## config.mk

```make
export PLATFORM = sky130hd
export DESIGN_NAME = credit_counter
export DESIGN_NICKNAME = d
export VERILOG_FILES = /design/src/hw/mem_pkg.sv /design/src/hw/credit_counter.sv
export VERILOG_INCLUDE_DIRS = /design/src /design/src/hw
export SDC_FILE = /design/constraint.sdc
export NUM_CORES = 1
export LEC_CHECK = 0
export BUFFER_PORTS_ARGS = -buffer_cell sky130_fd_sc_hd__buf_4
export CAP_MARGIN = 30
export CORE_AREA = 3 3 40 42
export CTS_CLUSTER_DIAMETER = 40
export DETAILED_ROUTE_END_ITERATION = 10
export DIE_AREA = 0 0 43 45
export PLACE_DENSITY = 0.52
export SYNTH_ARGS = -nofsm -noshare
export SYNTH_HDL_FRONTEND = slang
export SYNTH_SLANG_ARGS = --single-unit
```

## constraint.sdc

```tcl
create_clock -name clk -period 1.4 [get_ports clk]
set_input_delay 0 -clock clk [delete_from_list [all_inputs] [get_ports clk]]
set_output_delay 0 -clock clk [all_outputs]
set_load 0.02 [all_outputs]
```

## src/hw/mem_cfg.svh

```systemverilog
`ifndef MEM_CFG_SVH
`define MEM_CFG_SVH

// data path width in bits
`define MEM_DATA_W 32

// byte address bits that index the memory array
`define MEM_ADDR_BITS 12

// request queue entries, also the sender's credits after reset
`define MEM_REQ_DEPTH 4

// load response credits granted after reset
`define MEM_RESP_CREDITS 2

`define MEM_TRIGGER_ADDR 32'h0000_0100

`endif

```

## src/hw/mem_pkg.sv

```systemverilog
`include "mem_cfg.svh"

package mem_pkg;

    typedef logic [`MEM_DATA_W-1:0] word_t;
    typedef logic [31:0]            addr_t;
    typedef logic [7:0]             byte_t;
    typedef logic [2:0]             mem_mode_t;
    typedef logic [2:0]             credit_t;   // holds either credit count

    // access modes, shared by store lanes and load extension
    localparam mem_mode_t MODE_WORD   = 3'd1;
    localparam mem_mode_t MODE_HALF   = 3'd2;   // signed
    localparam mem_mode_t MODE_BYTE   = 3'd3;   // signed
    localparam mem_mode_t MODE_HALF_U = 3'd4;
    localparam mem_mode_t MODE_BYTE_U = 3'd5;

    typedef enum logic [1:0] {
        idle,
        access,
        respond
    } ctrl_state_e;

endpackage

```

## src/hw/credit_counter.sv

```systemverilog
`include "mem_cfg.svh"

module credit_counter (
    input  logic              clk,
    input  logic              rst_n,
    input  logic              grant,
    input  logic              take,
    output mem_pkg::credit_t  count,
    output logic              avail
);
    import mem_pkg::*;

    credit_t count_next;

    always_comb
    begin
        count_next = count;
        if (grant && !take)
            count_next = count + 1'b1;
        else if (take && !grant)
            count_next = count - 1'b1;     // grant with take cancels out
    end

    always_ff @(posedge clk or negedge rst_n)
    begin
        if (!rst_n)
        begin
            count <= credit_t'(`MEM_RESP_CREDITS);
            avail <= (`MEM_RESP_CREDITS != 0);
        end
        else
        begin
            count <= count_next;
            avail <= (count_next != '0);    // tracks count, no extra decode downstream
        end
    end

endmodule

```

==> results.toml <==
[pwr]
power_mw = 1.044
ir_worst_vdd_v = 0.0004575
power.leakage_nw = 0.2129
p_switching_uw = 397.0
power_frac_clock = 0.157
seqPwrFrac = 0.216
intPower_uw = 647.3
p_per_area_mw_per_mm2 = 2232
p_sw_frac = 0.3802
pwr-share-comb = 0.627

[global_route]
grt_pass1_wl_um = 1041
grt_pass1_vias = 228
grt_overflow = 0
grtUsageTotal = 0.07846
grt_max_degree = 12
antenna_found_initial = 0

[worst_setup_path]
r2r_slack_ns = 0.05
path_cells = "inv_2 -> ha_4 -> inv_2 -> a311o_2 -> o211ai_1"
crit_path_end_kind = "flip-flop"
critPathKind = "reg -> reg"
r2r-start = "count[1]"
slowest_delay_ns = 0.53
crit_fanout = 2
cp-start-kind = "flip-flop"
crit_path_frequent_cell = "inv_2"
cp.required_ns = 1.55
rr_worst_depth = 5
cp_slowest_cell = "dfstp_2"
r2r_end = "avail"
critPathArrivalTime_ns = 1.50

[cts]
numCtsBuffers = 3
cts_htree_levels = 1
cts.clk_slew.worst_paths_ns = 0.05
cts-root-buf = "clkbuf_4"
cts_tree = "done"
clockBufferDepth = 2
insertion_delay_ns = 0.25
cts_sinks = 4

[detailed_routing]
wirelength_um = 625
num_vias = 254
vias_per_cell = 4.233
detail_route.iter0.violations = 0
drc = 0
dr.pass1.iters = 1
ant_nets = 0
routedWlPerCell_um = 10.42

[sta]
maxSlewViolCount = 0
rsz0062_at_grt = "true"
period_needed_ns = 1.349
fmax_ghz = 0.7411
slew_headroom = 0.8453
hold_viol = 0
fin_crit_sh = 0.9638
final.setup_skew_ns = 0.01200
fin_ws_ns = 0.05066
setup_viol = 0
worst_pin_slew_ns = 0.2284

[floorplan]
ios = 8
dieHeight_um = 45
rows = 13
fp.dieArea_mm2 = 0.001935
start_util = 0.2220
core-area_mm2 = 0.001285
die_width_um = 43

[synth]
ys_types = 19
avgSynthCellArea_um2 = 10.57
seq_area_frac_synth = 0.3596
synthCells = 27
synthTopCellsByArea = "dfstp_2 18%, dfrtp_1 18%, ha_1 8.8%"
synth_top_cell_area_share = 0.1842
yosysWarnings = 0
synth_nets = 33
yosys.area.top_type = "dfstp_2"
synth_area_um2 = 285.3
ys_ff_latch = 4

[cells_and_area]
mostFrequentLayoutCell = "buf_4"
regArea_um2 = 103.9
final_cell_mix = "12 x buf_4, 3 x clkbuf_4"
finalNetCount = 52
syn2layout_area_growth_pct = 64.03
multi_input_area_um2 = 186.4
diodes = 0
nFillCells = 136
drive_above_1_share = 0.5778

[placement]
gp_congestion = 0.7028
pre_cts_slack_ns = 0.04534
io_buffers = 7

[worst_hold_path]
hold_path_class = "in -> async"

[run_status]
run_status = "complete, no violations"

[run]
cap_violations = 0
==> synthesized netlist by cell type, drive strengths merged <==
master and number:
or3b 1, and2b 1, dfrtp 2, a21oi 2, nor3 1, inv 3, nand3b 2, a21boi 1
xnor2 2, o311ai 1, a211oi 1, o211ai 1, buf 1, nor2 2, and3b 1, ha 2
dfstp 2, a311o 1
==> power groups by stage <==
stage	clock (mW)	sequential (mW)	combinational, mW
CTS	0.173	0.224	0.570
global route	0.178	0.234	0.733
global placement	0	0.221	0.559
floorplan	0	0.317	0.260
finish	0.164	0.225	0.655
detailed placement	0	0.225	0.562
==> final cells by class <==
| type | instances | share of cell area |
|---|---|---|
| clock buffers | 4 | 0.05615 |
| inverters | 3 | 0.02406 |
| well taps | 15 | 0.04011 |
| flip-flops and latches | 4 | 0.2219 |
| multi-input cells | 19 | 0.3984 |
| repair buffers | 15 | 0.2594 |
==> cell families (layout without fill, tap and decap cells) <==
kind of cell,Yosys count,after routing,synth area share
simple gates,8,8,0.2281
flops,4,4,0.3597
fa+ha+maj,2,2,0.08771
xor+xnor,2,2,0.06141
buf+inv,4,22,0.07894
compound gates,7,7,0.1842
==> routing by layer <==
layer  global-route usage  routed length, µm
met5                    0                  0
met2               0.1108                298
met1              0.09466                281
met4               0.1084                 27
met3                    0                 18
==> registers in the layout, indices dropped and copies added (netlist names) <==
| signal | flops |
|---|---|
| count | 3 |
| avail | 1 |
==> how the worst max path moves through the flow <==
stage                        start     to  slack (ns)  cells after the start
final                     count[1]  avail        0.05                      5
after global placement    count[1]  avail        0.06                      5
after global routing      count[1]  avail       -0.03                      5
after detailed placement  count[1]  avail        0.05                      5
after CTS                 count[1]  avail        0.04                      5
after floorplan           count[1]  avail       -0.02                      5
==> worst max-delay path, delay by kind of cell (launching register included) <==
family	cells	cell delay, ns
flops	1	0.53
compound gates	2	0.39
fa+ha+maj	1	0.25
buf+inv	2	0.08
==> stage by stage <==
stage | area [µm²] | cells | TNS, ns | util | hold WS, ns
floorplan | 299.0 | 27 | -0.02159 | - | -0.2956
global placement | 381.6 | 51 | 0 | 0.2970 | -0.2016
detailed placement | 381.6 | 51 | 0 | 0.2970 | -0.1985
CTS | 427.9 | 57 | 0 | 0.3330 | 0.08080
global route | 467.9 | 60 | -0.05253 | 0.3642 | 0.09484
finish | 467.9 | 60 | 0 | 0.3642 | 0.08412
==> repair_timing <==
action                                 4_1_cts  5_1_grt
endpoints found under the hold margin        6        0
resized for setup                            0        5
setup endpoints to repair                    0        3
setup buffers                                0        3
hold buffers                                 2        0
(Power assumes the default switching activity.)
