===== config.mk =====
export PLATFORM = sky130hd
export DESIGN_NAME = lsu_ctrl_flat
export DESIGN_NICKNAME = d
export VERILOG_FILES = /design/src/hw/mem_pkg.sv /design/src/hw/mem_req_if.sv /design/src/hw/lsu_ctrl.sv /design/src/flat_wrapper.sv
export VERILOG_INCLUDE_DIRS = /design/src /design/src/hw
export SDC_FILE = /design/constraint.sdc
export NUM_CORES = 1
export LEC_CHECK = 0
export ABC_AREA = 1
export BUFFER_PORTS_ARGS = -buffer_cell sky130_fd_sc_hd__buf_2
export CAP_MARGIN = 20
export CORE_MARGIN = 2
export CORE_UTILIZATION = 40
export DETAILED_ROUTE_END_ITERATION = 8
export HOLD_SLACK_MARGIN = 0.06
export PLACE_DENSITY = 0.77
export SLEW_MARGIN = 30
export SYNTH_ARGS = -nofsm -noshare
export SYNTH_HDL_FRONTEND = slang
export SYNTH_SLANG_ARGS = --single-unit

===== constraint.sdc =====
create_clock -name clk -period 4.6 [get_ports clk]
set_clock_uncertainty 0.1 [all_clocks]
set_input_delay 0.46 -clock clk [delete_from_list [all_inputs] [get_ports clk]]
set_output_delay 0.46 -clock clk [all_outputs]
set_load 0.02 [all_outputs]

===== src/hw/mem_cfg.svh =====
`ifndef MEM_CFG_SVH
`define MEM_CFG_SVH

// data path width in bits
`define MEM_DATA_W 32

// byte address bits that index the memory array
`define MEM_ADDR_BITS 12

// request queue entries, also the sender's credits after reset
`define MEM_REQ_DEPTH 4

// load response credits granted after reset
`define MEM_RESP_CREDITS 2

`define MEM_TRIGGER_ADDR 32'h0000_0100

`endif


===== src/hw/mem_pkg.sv =====
`include "mem_cfg.svh"

package mem_pkg;

    typedef logic [`MEM_DATA_W-1:0] word_t;
    typedef logic [31:0]            addr_t;
    typedef logic [7:0]             byte_t;
    typedef logic [2:0]             mem_mode_t;
    typedef logic [2:0]             credit_t;   // holds either credit count

    // access modes, shared by store lanes and load extension
    localparam mem_mode_t MODE_WORD   = 3'd1;
    localparam mem_mode_t MODE_HALF   = 3'd2;   // signed
    localparam mem_mode_t MODE_BYTE   = 3'd3;   // signed
    localparam mem_mode_t MODE_HALF_U = 3'd4;
    localparam mem_mode_t MODE_BYTE_U = 3'd5;

    typedef enum logic [1:0] {
        idle,
        access,
        respond
    } ctrl_state_e;

endpackage


===== src/hw/mem_req_if.sv =====
interface mem_req_if;
    import mem_pkg::*;

    logic      valid;
    logic      we;
    mem_mode_t mode;
    addr_t     addr;
    word_t     wdata;

    modport src (
        output valid,
        output we,
        output mode,
        output addr,
        output wdata
    );

    modport dst (
        input valid,
        input we,
        input mode,
        input addr,
        input wdata
    );

endinterface


===== src/hw/lsu_ctrl.sv =====
module lsu_ctrl (
    input  logic            clk,
    input  logic            rst_n,
    mem_req_if.dst          head,
    output logic            pop,
    input  logic            credit_avail,
    output logic            spend,
    mem_req_if.src          mem,
    input  mem_pkg::word_t  rdata,
    output logic            resp_valid,
    output mem_pkg::word_t  resp_data
);
    import mem_pkg::*;

    ctrl_state_e state;
    ctrl_state_e state_next;

    logic      cur_we;
    mem_mode_t cur_mode;
    addr_t     cur_addr;
    word_t     cur_wdata;

    // a load without a response credit holds the whole queue
    assign pop   = (state == idle) && head.valid && (head.we || credit_avail);
    assign spend = (state == respond);

    always_comb
    begin
        state_next = state;
        case (state)
            idle:    if (pop) state_next = access;
            access:  state_next = cur_we ? idle : respond;
            respond: state_next = idle;
            default: state_next = idle;
        endcase
    end

    always_ff @(posedge clk or negedge rst_n)
    begin
        if (!rst_n)
        begin
            state      <= idle;
            resp_valid <= 1'b0;
        end
        else
        begin
            state      <= state_next;
            resp_valid <= spend;            // single pulse per load
        end
    end

    always_ff @(posedge clk)
    begin
        if (pop)
        begin
            cur_we    <= head.we;
            cur_mode  <= head.mode;
            cur_addr  <= head.addr;
            cur_wdata <= head.wdata;
        end
        if (state == respond)
            resp_data <= rdata;
    end

    assign mem.valid = (state == access);
    assign mem.we    = cur_we;
    assign mem.mode  = cur_mode;
    assign mem.addr  = cur_addr;
    assign mem.wdata = cur_wdata;

endmodule


===== src/flat_wrapper.sv =====
// flat-port wrapper written by rule: the top's interface ports become plain ports
module lsu_ctrl_flat import mem_pkg::*;
  (clk, rst_n, pop, credit_avail, spend, rdata, resp_valid, resp_data, head_valid, head_we, head_mode, head_addr, head_wdata, mem_valid, mem_we, mem_mode, mem_addr, mem_wdata);
  mem_req_if head_i ();
  mem_req_if mem_i ();
  input  logic clk;
  input  logic rst_n;
  output logic pop;
  input  logic credit_avail;
  output logic spend;
  input  mem_pkg::word_t rdata;
  output logic resp_valid;
  output mem_pkg::word_t resp_data;
  input wire logic [$bits(head_i.valid)-1:0] head_valid;
  input wire logic [$bits(head_i.we)-1:0] head_we;
  input wire logic [$bits(head_i.mode)-1:0] head_mode;
  input wire logic [$bits(head_i.addr)-1:0] head_addr;
  input wire logic [$bits(head_i.wdata)-1:0] head_wdata;
  output wire logic [$bits(mem_i.valid)-1:0] mem_valid;
  output wire logic [$bits(mem_i.we)-1:0] mem_we;
  output wire logic [$bits(mem_i.mode)-1:0] mem_mode;
  output wire logic [$bits(mem_i.addr)-1:0] mem_addr;
  output wire logic [$bits(mem_i.wdata)-1:0] mem_wdata;
  assign head_i.valid = head_valid;
  assign head_i.we = head_we;
  assign head_i.mode = head_mode;
  assign head_i.addr = head_addr;
  assign head_i.wdata = head_wdata;
  assign mem_valid = mem_i.valid;
  assign mem_we = mem_i.we;
  assign mem_mode = mem_i.mode;
  assign mem_addr = mem_i.addr;
  assign mem_wdata = mem_i.wdata;
  lsu_ctrl u_core (.clk(clk), .rst_n(rst_n), .head(head_i), .pop(pop), .credit_avail(credit_avail), .spend(spend), .mem(mem_i), .rdata(rdata), .resp_valid(resp_valid), .resp_data(resp_data));
endmodule

==> results.sh <==
export IMPL_rsz0062_at_grt="false"
export IMPL_io_pins=208
export IMPL_cp_required_ns=4.04
export IMPL_period_minus_slack_ns=2.33
export IMPL_final_cell_area_mm2=0.00451
export IMPL_maxCapViolCount=0
export IMPL_slew_headroom_pct=57.4
export IMPL_seq_area_frac_synth_pct=98.8
export IMPL_final_nets=439
export IMPL_fill_cells=623
export IMPL_dr_pass1_iters=4
export IMPL_routed_wl_um=6680
export IMPL_reg2reg_depth=4
export IMPL_grt_use_met3_pct=7.56
export IMPL_worst_setup_path_end_kind="primary output"
export IMPL_vdd_drop_max_uv=198
export IMPL_ctsHoldBuffers=1
export IMPL_swShare_pct=23.3
export IMPL_setup_slack_ns=2.27
export IMPL_start_util_pct=40.8
export IMPL_internal_power_mw=1.35
export IMPL_grt_start_max_net_pins=35
export IMPL_powerDensity_mw_per_mm2=391
export IMPL_cp_max_fo=21
export IMPL_grt_pass1_vias=1948
export IMPL_die_h_um=92.3
export IMPL_avgSynthCellArea_um2=27.6
export IMPL_cts_buffers=9
export IMPL_finalSetupViolCount=0
export IMPL_synth_cells=113
export IMPL_pwr_share_clk_pct=27.0
export IMPL_combPwrFrac_pct=10.6
export IMPL_clk_latency_ns=0.34
export IMPL_path_clk_slew_ns=0.09
export IMPL_synth_seq_cells=103
export IMPL_num_rows=32
export IMPL_grt_busiest_layer="met2"
export IMPL_hold_violations=0
export IMPL_final_antenna_net_count=0
export IMPL_p_leak_nw=1.91
export IMPL_min_path_cells=1
export IMPL_antenna_cells=0
export IMPL_synth_area_leaders="edfxtp_1, dfrtp_1, nor2_1"
export IMPL_grt_pass1_wl_um=9480
export IMPL_cts_buffer_depth=2
export IMPL_switchingPower_uw=411
export IMPL_synth_top_area_share_pct=96.3
export IMPL_met2_usage_pct=25.2
export IMPL_crit_type="register to primary output"
export IMPL_htree_levels=3
export IMPL_dieWidth_um=92.3
export IMPL_placed_cells=425
export IMPL_dpl_worst_slack_ns=2.49
export IMPL_syn_area_mm2=0.00312
export IMPL_yosysUniqueCellTypes=6
export IMPL_wl_per_cell_um=15.1
export IMPL_layout_drive_gt1_share_pct=66.2
export IMPL_crit_arrival_ns=1.77
export IMPL_fin_cells=442
export IMPL_cts_tree="yes"
export IMPL_drt_iter0_drc=67
export IMPL_period_share_pct=50.7
export IMPL_antenna_found_initial=0
export IMPL_cts_root_buf="clkbuf_8"
export IMPL_cts_sinks=103
export IMPL_yosys_warnings=0
export IMPL_viasPerCell=4.37
export IMPL_drc=0
export IMPL_cts_resized=0
export IMPL_syn_num_nets=217
export IMPL_gr_usage_met1_pct=16.5
export IMPL_drv_slew=0
export IMPL_design_die_area_mm2=0.00851
export IMPL_fp_coreArea_mm2=0.00765
export IMPL_place_area_mm2=0.00433
export IMPL_vias=1931
export IMPL_status="finished, final reports clean"
export IMPL_startpoint_type="register"
export IMPL_routabilityCongestion=0.735
export IMPL_track_usage_pct=15.2
export IMPL_portBuffers=207
export IMPL_syn_to_final_growth_pct=44.7
export IMPL_fmaxAchievable_ghz=0.429
export IMPL_min_path_type="input pin to register"
export IMPL_multi_input_area_um2=41.3
export IMPL_p_seq_share_pct=62.4
export IMPL_worst_slew_pin_slew_ns=0.637
export IMPL_ff_latch_area_mm2=0.00308
export IMPL_whs_ns=0.178
export IMPL_finalSetupTns_ns=0
export IMPL_overflow=0
export IMPL_synth_top_cell_by_area="edfxtp_1"
export IMPL_cts_setup_buffers=0
## worst paths after layout
| kind | end | startpoint | slack, ns |
|---|---|---|---|
| max | pop | u_core.state[1]$_DFFE_PN0P_ | 2.27 |
| min | u_core.mem.addr[21]$_DFFE_PP_ | head_addr[21] | 0.18 |
| max reg2reg | u_core.mem.wdata[28]$_DFFE_PP_ | u_core.state[1]$_DFFE_PN0P_ | 2.55 |
| min reg2reg | u_core.state[1]$_DFFE_PN0P_ | u_core.mem.we$_DFFE_PP_ | 0.36 |
| max in group asynchronous | u_core.state[1]$_DFFE_PN0P_ | rst_n | 3.96 |
| min in group asynchronous | u_core.resp_valid$_DFF_PN0_ | rst_n | 0.33 |
## cell type report
| type | instances | area share (%) |
|---|---|---|
| Sequential cell | 103 | 68.3 |
| Timing Repair Buffer | 211 | 24.1 |
| Clock buffer | 11 | 2.91 |
| Tap cell | 102 | 2.83 |
| Multi-Input combinational cell | 8 | 0.916 |
| Clock inverter | 5 | 0.777 |
| Inverter | 2 | 0.166 |
## placed cells by master (no fill, tap or decap), drive strengths merged
cell type,instances
dlygate4sd3,1
nand2,1
nor3,1
nor2,6
inv,2
buf,210
dfrtp,3
clkinvlp,3
clkbuf,11
clkinv,2
edfxtp,100
## power groups by stage
stage / Clock [mW] / Sequential, mW / Combinational, mW
2_1_floorplan: 0 / 1.19 / 0.0238
3_3_place_gp: 0 / 1.12 / 0.179
3_5_place_dp: 0 / 1.12 / 0.189
4_1_cts: 0.496 / 1.10 / 0.190
5_1_grt: 0.532 / 1.11 / 0.199
6_report: 0.477 / 1.10 / 0.187
## flip-flops by register name, summed over array words and instances (netlist names)
| signal | flops |
|---|---|
| u_core.mem.addr | 32 |
| u_core.mem.mode | 3 |
| u_core.mem.wdata | 32 |
| u_core.mem.we | 1 |
| u_core.resp_data | 32 |
| u_core.resp_valid | 1 |
| u_core.state | 2 |
## critical path, cell delays in order, from the launching register on
cell and delay (ns):
dfrtp_1 0.42, nor2_1 0.12, nand2_1 0.10, nor2_4 0.51
buf_2 0.28
## metrics by stage
stage | power (mW) | utilization [%]
2_1_floorplan | 1.21 | -
6_report | 1.76 | 59.0
3_3_place_gp | 1.30 | 56.3
5_1_grt | 1.84 | 59.0
3_5_place_dp | 1.31 | 56.7
4_1_cts | 1.79 | 59.0
## cell usage after synthesis
library cell,n
dfrtp_1,3
nor2_1,6
inv_1,2
nand2_1,1
nor3_1,1
edfxtp_1,100
## metal layers
metal / wire length (um) / share of wire [%]
met5: 0 / 0
met1: 2400 / 36
met2: 3250 / 49
met4: 89 / 1.3
met3: 937 / 14
## cell families after synthesis
kind of cell / count (synthesis) / share of synthesized area [%]
DFF: 103 / 98.8
and+or+nand+nor: 8 / 1.00
buffers and inverters: 2 / 0.241
(Power assumes the default switching activity.)
