`config.mk`:
```
export PLATFORM = sky130hd
export DESIGN_NAME = req_queue_flat
export DESIGN_NICKNAME = d
export VERILOG_FILES = /design/src/hw/mem_pkg.sv /design/src/hw/mem_req_if.sv /design/src/hw/req_queue.sv /design/src/flat_wrapper.sv
export VERILOG_INCLUDE_DIRS = /design/src /design/src/hw
export SDC_FILE = /design/constraint.sdc
export NUM_CORES = 1
export LEC_CHECK = 0
export BUFFER_PORTS_ARGS = -buffer_cell sky130_fd_sc_hd__buf_2
export CAP_MARGIN = 20
export CORE_ASPECT_RATIO = 0.8
export CORE_MARGIN = 2
export CORE_UTILIZATION = 40
export DETAILED_ROUTE_END_ITERATION = 8
export GPL_TIMING_DRIVEN = 0
export PLACE_DENSITY = 0.7
export SYNTH_ARGS = -nofsm -noshare
export SYNTH_HDL_FRONTEND = slang
export SYNTH_SLANG_ARGS = --single-unit
```
`constraint.sdc`:
```
create_clock -name clk -period 7.55 [get_ports clk]
set_input_delay 0.755 -clock clk [delete_from_list [all_inputs] [get_ports clk]]
set_output_delay 0.755 -clock clk [all_outputs]
set_load 0.05 [all_outputs]
```
`src/hw/mem_cfg.svh`:
```
`ifndef MEM_CFG_SVH
`define MEM_CFG_SVH

// data path width in bits
`define MEM_DATA_W 32

// byte address bits that index the memory array
`define MEM_ADDR_BITS 12

// request queue entries, also the sender's credits after reset
`define MEM_REQ_DEPTH 4

// load response credits granted after reset
`define MEM_RESP_CREDITS 2

`define MEM_TRIGGER_ADDR 32'h0000_0100

`endif

```
`src/hw/mem_pkg.sv`:
```
`include "mem_cfg.svh"

package mem_pkg;

    typedef logic [`MEM_DATA_W-1:0] word_t;
    typedef logic [31:0]            addr_t;
    typedef logic [7:0]             byte_t;
    typedef logic [2:0]             mem_mode_t;
    typedef logic [2:0]             credit_t;   // holds either credit count

    // access modes, shared by store lanes and load extension
    localparam mem_mode_t MODE_WORD   = 3'd1;
    localparam mem_mode_t MODE_HALF   = 3'd2;   // signed
    localparam mem_mode_t MODE_BYTE   = 3'd3;   // signed
    localparam mem_mode_t MODE_HALF_U = 3'd4;
    localparam mem_mode_t MODE_BYTE_U = 3'd5;

    typedef enum logic [1:0] {
        idle,
        access,
        respond
    } ctrl_state_e;

endpackage

```
`src/hw/mem_req_if.sv`:
```
interface mem_req_if;
    import mem_pkg::*;

    logic      valid;
    logic      we;
    mem_mode_t mode;
    addr_t     addr;
    word_t     wdata;

    modport src (
        output valid,
        output we,
        output mode,
        output addr,
        output wdata
    );

    modport dst (
        input valid,
        input we,
        input mode,
        input addr,
        input wdata
    );

endinterface

```
`src/hw/req_queue.sv`:
```
`include "mem_cfg.svh"

module req_queue (
    input  logic               clk,
    input  logic               rst_n,
    input  logic               valid,
    input  logic               we,
    input  mem_pkg::mem_mode_t mode,
    input  mem_pkg::addr_t     addr,
    input  mem_pkg::word_t     wdata,
    input  logic               pop,
    mem_req_if.src             head,
    output logic               credit
);
    import mem_pkg::*;

    localparam int DEPTH = `MEM_REQ_DEPTH;
    localparam int PTR_W = (DEPTH > 1) ? $clog2(DEPTH) : 1;
    localparam int CNT_W = $clog2(DEPTH + 1);

    logic      q_we    [DEPTH];
    mem_mode_t q_mode  [DEPTH];
    addr_t     q_addr  [DEPTH];
    word_t     q_wdata [DEPTH];

    logic [PTR_W-1:0] wr_ptr;
    logic [PTR_W-1:0] rd_ptr;
    logic [CNT_W-1:0] count;

    function automatic logic [PTR_W-1:0] ptr_inc(input logic [PTR_W-1:0] p);
        if (p == PTR_W'(DEPTH - 1))
        begin
            return '0;
        end
        return p + 1'b1;
    endfunction

    always_ff @(posedge clk)
    begin
        if (valid)
        begin
            q_we[wr_ptr]    <= we;
            q_mode[wr_ptr]  <= mode;
            q_addr[wr_ptr]  <= addr;
            q_wdata[wr_ptr] <= wdata;
        end
    end

    always_ff @(posedge clk or negedge rst_n)
    begin
        if (!rst_n)
        begin
            wr_ptr <= '0;
            rd_ptr <= '0;
            count  <= '0;
            credit <= 1'b0;
        end
        else
        begin
            if (valid)
                wr_ptr <= ptr_inc(wr_ptr);
            if (pop)
                rd_ptr <= ptr_inc(rd_ptr);
            case ({valid, pop})
                2'b10:   count <= count + 1'b1;
                2'b01:   count <= count - 1'b1;
                default: count <= count;
            endcase
            credit <= pop;          // one credit back per popped entry
        end
    end

    assign head.valid = (count != '0);
    assign head.we    = q_we[rd_ptr];
    assign head.mode  = q_mode[rd_ptr];
    assign head.addr  = q_addr[rd_ptr];
    assign head.wdata = q_wdata[rd_ptr];

endmodule

```
`src/flat_wrapper.sv`:
```
// flat-port wrapper written by rule: the top's interface ports become plain ports
module req_queue_flat import mem_pkg::*;
  (clk, rst_n, valid, we, mode, addr, wdata, pop, credit, head_valid, head_we, head_mode, head_addr, head_wdata);
  mem_req_if head_i ();
  input  logic clk;
  input  logic rst_n;
  input  logic valid;
  input  logic we;
  input  mem_pkg::mem_mode_t mode;
  input  mem_pkg::addr_t addr;
  input  mem_pkg::word_t wdata;
  input  logic pop;
  output logic credit;
  output wire logic [$bits(head_i.valid)-1:0] head_valid;
  output wire logic [$bits(head_i.we)-1:0] head_we;
  output wire logic [$bits(head_i.mode)-1:0] head_mode;
  output wire logic [$bits(head_i.addr)-1:0] head_addr;
  output wire logic [$bits(head_i.wdata)-1:0] head_wdata;
  assign head_valid = head_i.valid;
  assign head_we = head_i.we;
  assign head_mode = head_i.mode;
  assign head_addr = head_i.addr;
  assign head_wdata = head_i.wdata;
  req_queue u_core (.clk(clk), .rst_n(rst_n), .valid(valid), .we(we), .mode(mode), .addr(addr), .wdata(wdata), .pop(pop), .head(head_i), .credit(credit));
endmodule
```
==> flow_metrics.tcl, run 1 <==
set metrics [dict create \
    syn2layout_area_growth_pct 20.9 \
    cts.clk_slew.worst_paths_ns 0.06 \
    slew_viol_final 0 \
    nNetsFinal 645 \
    cts_setup_buffers 0 \
    avgSynthCellArea_um2 26.4 \
    wirelength_um 18200 \
    grt_pass1_vias 5052 \
    ys_warn_count 0 \
    core_area_mm2 0.0253 \
    grt.total_usage 0.135 \
    dp_hpwl_um 11600 \
    rows 52 \
    fillers 2017 \
    post-route-period-util 0.389 \
    max_clock_freq_mhz 340 \
    die_y_um 148 \
    diodes 0 \
    drive_gt1_frac 0.476 \
    setup_viol 0 \
    grt_max_degree 36 \
    io_buffers 141 \
    synth_seq_area_share 0.811 \
    worstSetupPathType "flip-flop to output pin" \
    fin_setup_tns_ns 0 \
    hold_class "primary input to asynchronous set/reset pin" \
    cts.sinks 280 \
    crit_arrival_ns 2.19 \
    cp-end-kind "output pin" \
    fin_skew_ns 0.00935 \
    grt_first_pass_wirelength_um 28200 \
    drc 0 \
    antenna_found_initial 0 \
    cts_buffers 28 \
    p_leak_uw 0.00428 \
    vias_per_cell 5.06 \
    power_uw 5550 \
    synth-seq-cells 280 \
    start_kind "flip-flop" \
    p_per_area_mw_per_mm2 445 \
    ctsHoldBuffers 0 \
    critPathRequiredTime_ns 6.80 \
    r2r_setup_slack_ns 5.73 \
    ctsResizeCount 0 \
    most-common-layout-cells "edfxtp_1, buf_2, mux4_2" \
    routed-via-count 4616 \
    cts_tree "done" \
    gr-total-overflow 0 \
    initial_core_util 0.408 \
    place_congestion 0.682 \
    grt_setup_unrepaired "no" \
    cts_buffer_depth 3 \
    hold_violations 0 \
    cp_max_fo 10 \
    status "finished, final reports clean" \
    tightestPinTransition_ns 0.595 \
    die_x_um 184 \
    synth_nets 470 \
    cts_root_buf "clkbuf_16" \
    first_pass_iters 4 \
    max_slew_margin 0.603 \
    htreeDepth 1 \
    pin_count 142 \
    dieArea_mm2 0.0271 \
    antenna_left 0 \
    ys_types 18 \
    vdd_drop_max_v 0.000335 \
    fin_crit_ns 2.94 \
    wl_per_cell_um 20.0 \
    initialDrtViolationCount 126 \
    final_common_cell "edfxtp_1" \
    synth_area_mm2 0.0103 \
    maxCapViolCount 0 \
    synthCells 391 \
    clk_latency_ns 0.53 \
]
## power by group
part	total [uW]	internal, uW	switching [uW]
logic	2100	678	1420
registers	2050	1990	60.4
clock network	1410	838	569
total	5550	3510	2050
## state kept, by name, summed over array words and instances (netlist names)
| signal | flops |
|---|---|
| u_core.count | 3 |
| u_core.credit | 1 |
| u_core.q_addr | 128 |
| u_core.q_mode | 12 |
| u_core.q_wdata | 128 |
| u_core.q_we | 4 |
| u_core.rd_ptr | 2 |
| u_core.wr_ptr | 2 |
## cell usage after synthesis
master	n	area, um^2
buf_6	1	11.3
edfxtp_1	272	8170
and2_1	4	25.0
nand2_1	1	3.75
mux4_2	68	1530
buf_12	7	140
inv_1	3	11.3
fa_1	1	20.0
nor2_1	2	7.51
dfrtp_1	8	200
buf_4	2	15.0
ha_1	6	75.1
buf_2	6	30.0
xor2_1	1	8.76
or3_1	2	12.5
o21ai_0	2	10.0
xnor2_1	2	17.5
mux2_2	3	33.8
## per-stage QoR
step / utilization / instance area (um^2) / hold WS, ns / worst slack [ns] / std cells
3_5_place_dp: 0.455 / 11500 / 0.472 / 5.14 / 860
3_3_place_gp: 0.452 / 11400 / 0.454 / 3.42 / 856
5_1_grt: 0.493 / 12500 / 0.0451 / 4.49 / 912
2_1_floorplan: - / 10300 / 0.435 / 4.77 / 391
6_report: 0.493 / 12500 / 0.0630 / 4.61 / 912
4_1_cts: 0.493 / 12500 / 0.0413 / 4.55 / 912
## per-layer routing
layer,vias up,wire (um),track usage
li1,2027,-,-
met1,2440,7710,0.175
met2,116,9010,0.230
met3,33,1040,0.0330
met4,0,444,0.0356
met5,-,0,0
## path summary, 6_finish.rpt
check                                                  endpoint  depth (start not counted)                    startpoint
worst max-delay path                              head_addr[24]                          5  u_core.rd_ptr[1]$_DFFE_PN0P_
worst min-delay path                    u_core.credit$_DFF_PN0_                          1                         rst_n
worst max register to register  u_core.q_wdata[2][27]$_DFFE_PP_                          4  u_core.wr_ptr[0]$_DFFE_PN0P_
worst min register to register      u_core.count[2]$_DFFE_PN0P_                          1   u_core.count[2]$_DFFE_PN0P_
max in group asynchronous          u_core.wr_ptr[0]$_DFFE_PN0P_                          1                         rst_n
min in group clk                        u_core.credit$_DFF_PN0_                          1                           pop
## final cells by class
type / instances / area, um^2 / area share
plain buffers: 16 / 196 / 0.0157
clock buffers: 31 / 733 / 0.0588
clock inverters: 21 / 219 / 0.0176
inverters: 3 / 11.3 / 0.000903
multi-input cells: 92 / 1760 / 0.141
flip-flops and latches: 280 / 8370 / 0.671
well taps: 324 / 405 / 0.0325
repair buffers: 145 / 786 / 0.0630
## critical path: stages, from the launching register on
cell     delay (ns)
dfrtp_1        0.35
buf_2          0.26
buf_4          0.25
buf_4          0.22
mux4_2         0.34
buf_2          0.23
## logic make-up (layout without fill, tap and decap cells)
kind of cell             Yosys count  in the layout  synth area share
multiplexers                      71             71             0.152
AND/OR/NAND/NOR                    9              9           0.00473
flip-flops                       280            280             0.811
XOR/XNOR                           3              3           0.00255
AO/OA/AOI/OAI                      2              2          0.000970
adder cells (fa/ha/maj)            7              7           0.00921
buffers and inverters             19            216            0.0201
Power figures use the tool's default switching activity.
==> inputs of run 2 (changes only) <==
Settings changed: PLACE_DENSITY 0.7 to 0.72.
Clock period 7.55 ns to 2.65 ns, I/O delays scaled along.
==> run 2 against run 1 <==
Flip-flop and latch count unchanged; die area unchanged; global-route usage increased by 0.82 points; combinational power increased to 2.9 times the previous value; sequential power increased to 2.8 times the previous value; power increased to 2.8 times the previous value; clock power increased to 2.6 times the previous value; critical endpoint is now head_mode[1]; clock-buffer cell count increased by 12.
==> flow_metrics.tcl, run 2 (same netlist as run 1, synthesis figures left out) <==
set metrics [dict create \
    top_regs "u_core.q_addr x128, u_core.q_wdata x128, u_core.q_mode x12" \
    hold_class "primary input to flip-flop" \
    wirelength_um 19000 \
    core_area_mm2 0.0253 \
    dp_slack_ns 0.733 \
    cts_tree "done" \
    fillers 1962 \
    most-common-layout-cells "edfxtp_1, buf_2, dlygate4sd3_1" \
    worstSetupPathType "flip-flop to output pin" \
    cts_root_buf "clkbuf_16" \
    cp_max_fo 10 \
    nNetsFinal 715 \
    hold_violations 0 \
    cts_buffer_depth 3 \
    final_cells 981 \
    htreeDepth 1 \
    syn2layout_area_growth_pct 27.0 \
    p_leak_uw 0.00455 \
    io_buffers 141 \
    grt.total_usage 0.143 \
    rows 52 \
    max_clock_freq_mhz 410 \
    tightestPinTransition_ns 0.542 \
    max_slew_margin 0.638 \
    fin_crit_ns 2.44 \
    cts_buffers 28 \
    critPathRequiredTime_ns 2.38 \
    pin_count 142 \
    routed-via-count 4843 \
    p_per_area_mw_per_mm2 1190 \
    status "finished, final reports clean" \
    cts_setup_buffers 0 \
    dp_hpwl_um 11500 \
    start_kind "flip-flop" \
    die_y_um 148 \
    max_stage_delay_ns 0.36 \
    grt_max_degree 55 \
    diodes 0 \
    fin_skew_ns 0.00700 \
    finish.utilization 0.518 \
    wl_per_cell_um 19.4 \
    drive_gt1_frac 0.417 \
    crit_arrival_ns 2.17 \
    first_pass_iters 4 \
    grt_setup_unrepaired "no" \
    gr-total-overflow 0 \
    dieArea_mm2 0.0271 \
    multi_input_area_mm2 0.00176 \
    critical-path-slowest-cell "dfrtp_1" \
    place_congestion 0.684 \
    finalHoldWorstSlack_ns 0.0584 \
    cp-end-kind "output pin" \
    antenna_left 0 \
    final_common_cell "edfxtp_1" \
    maxCapViolCount 0 \
    power_uw 15700 \
    cts.clk_slew.worst_paths_ns 0.06 \
    drc 0 \
    initial_core_util 0.408 \
    crit_family "buffers and inverters" \
    slew_viol_final 0 \
    crit_chain "buf_2 -> buf_4 -> buf_4 -> mux4_2 -> buf_2" \
    vias_per_cell 4.94 \
    placed_cells 860 \
    critical_path_buf_inv_count 4 \
    ctsHoldBuffers 70 \
    clk_latency_ns 0.52 \
    antenna_found_initial 0 \
    regArea_mm2 0.00837 \
    post-route-period-util 0.920 \
    setup_viol 0 \
    cts.sinks 280 \
    vdd_drop_max_v 0.000754 \
    initialDrtViolationCount 301 \
    fin_ws_ns 0.213 \
    grt_pass1_vias 5496 \
    ctsResizeCount 0 \
    die_x_um 184 \
    grt_first_pass_wirelength_um 29900 \
]
run 2: changes by cell type in the layout (fill, tap and decap cells not counted), sizes merged:
cell	previous run	this run
bufinv	4	1
clkbuf	31	43
clkinv	11	5
clkinvlp	4	1
dlygate4sd3	0	70
inv	5	4
run 2: cell type report:
| type | count | area share |
|---|---|---|
| timing repair buffer | 215 | 0.114 |
| inverter | 3 | 0.000859 |
| sequential | 280 | 0.638 |
| multi-input combinational | 92 | 0.134 |
| tap | 324 | 0.0309 |
| clock inverter | 8 | 0.00525 |
| clock buffer | 43 | 0.0617 |
| buffer | 16 | 0.0150 |
run 2: final timing paths:
path	cells after the start	to	start	slack [ns]
max in group asynchronous	2	u_core.credit$_DFF_PN0_	rst_n	2.35
worst max register to register	4	u_core.q_wdata[2][26]$_DFFE_PP_	u_core.wr_ptr[0]$_DFFE_PN0P_	0.81
worst min register to register	1	u_core.count[2]$_DFFE_PN0P_	u_core.count[2]$_DFFE_PN0P_	0.48
worst min-delay path	2	u_core.wr_ptr[0]$_DFFE_PN0P_	valid	0.06
worst max-delay path	5	head_mode[1]	u_core.rd_ptr[1]$_DFFE_PN0P_	0.21
min in group asynchronous	2	u_core.rd_ptr[1]$_DFFE_PN0P_	rst_n	0.12
run 2: power breakdown:
| part | switching, uW | internal [uW] | total (uW) |
|---|---|---|---|
| sequential | 173 | 5670 | 5840 |
| combinational | 4090 | 2010 | 6100 |
| clock | 1530 | 2190 | 3720 |
| total | 5790 | 9870 | 15700 |
run 2: metal layers:
metal  track usage  part of all wire  up-vias
met3        0.0303             0.044       30
met4        0.0332             0.019        0
met5             0                 0        -
li1              -                 -     2173
met1         0.180              0.42     2516
met2         0.256              0.52      124
run 2: per-stage QoR:
step | area, um^2 | setup TNS, ns
global placement | 11400 | -309.83
finish | 13100 | 0
CTS | 13100 | 0
detailed placement | 11500 | 0
floorplan | 10300 | 0
global route | 13100 | 0
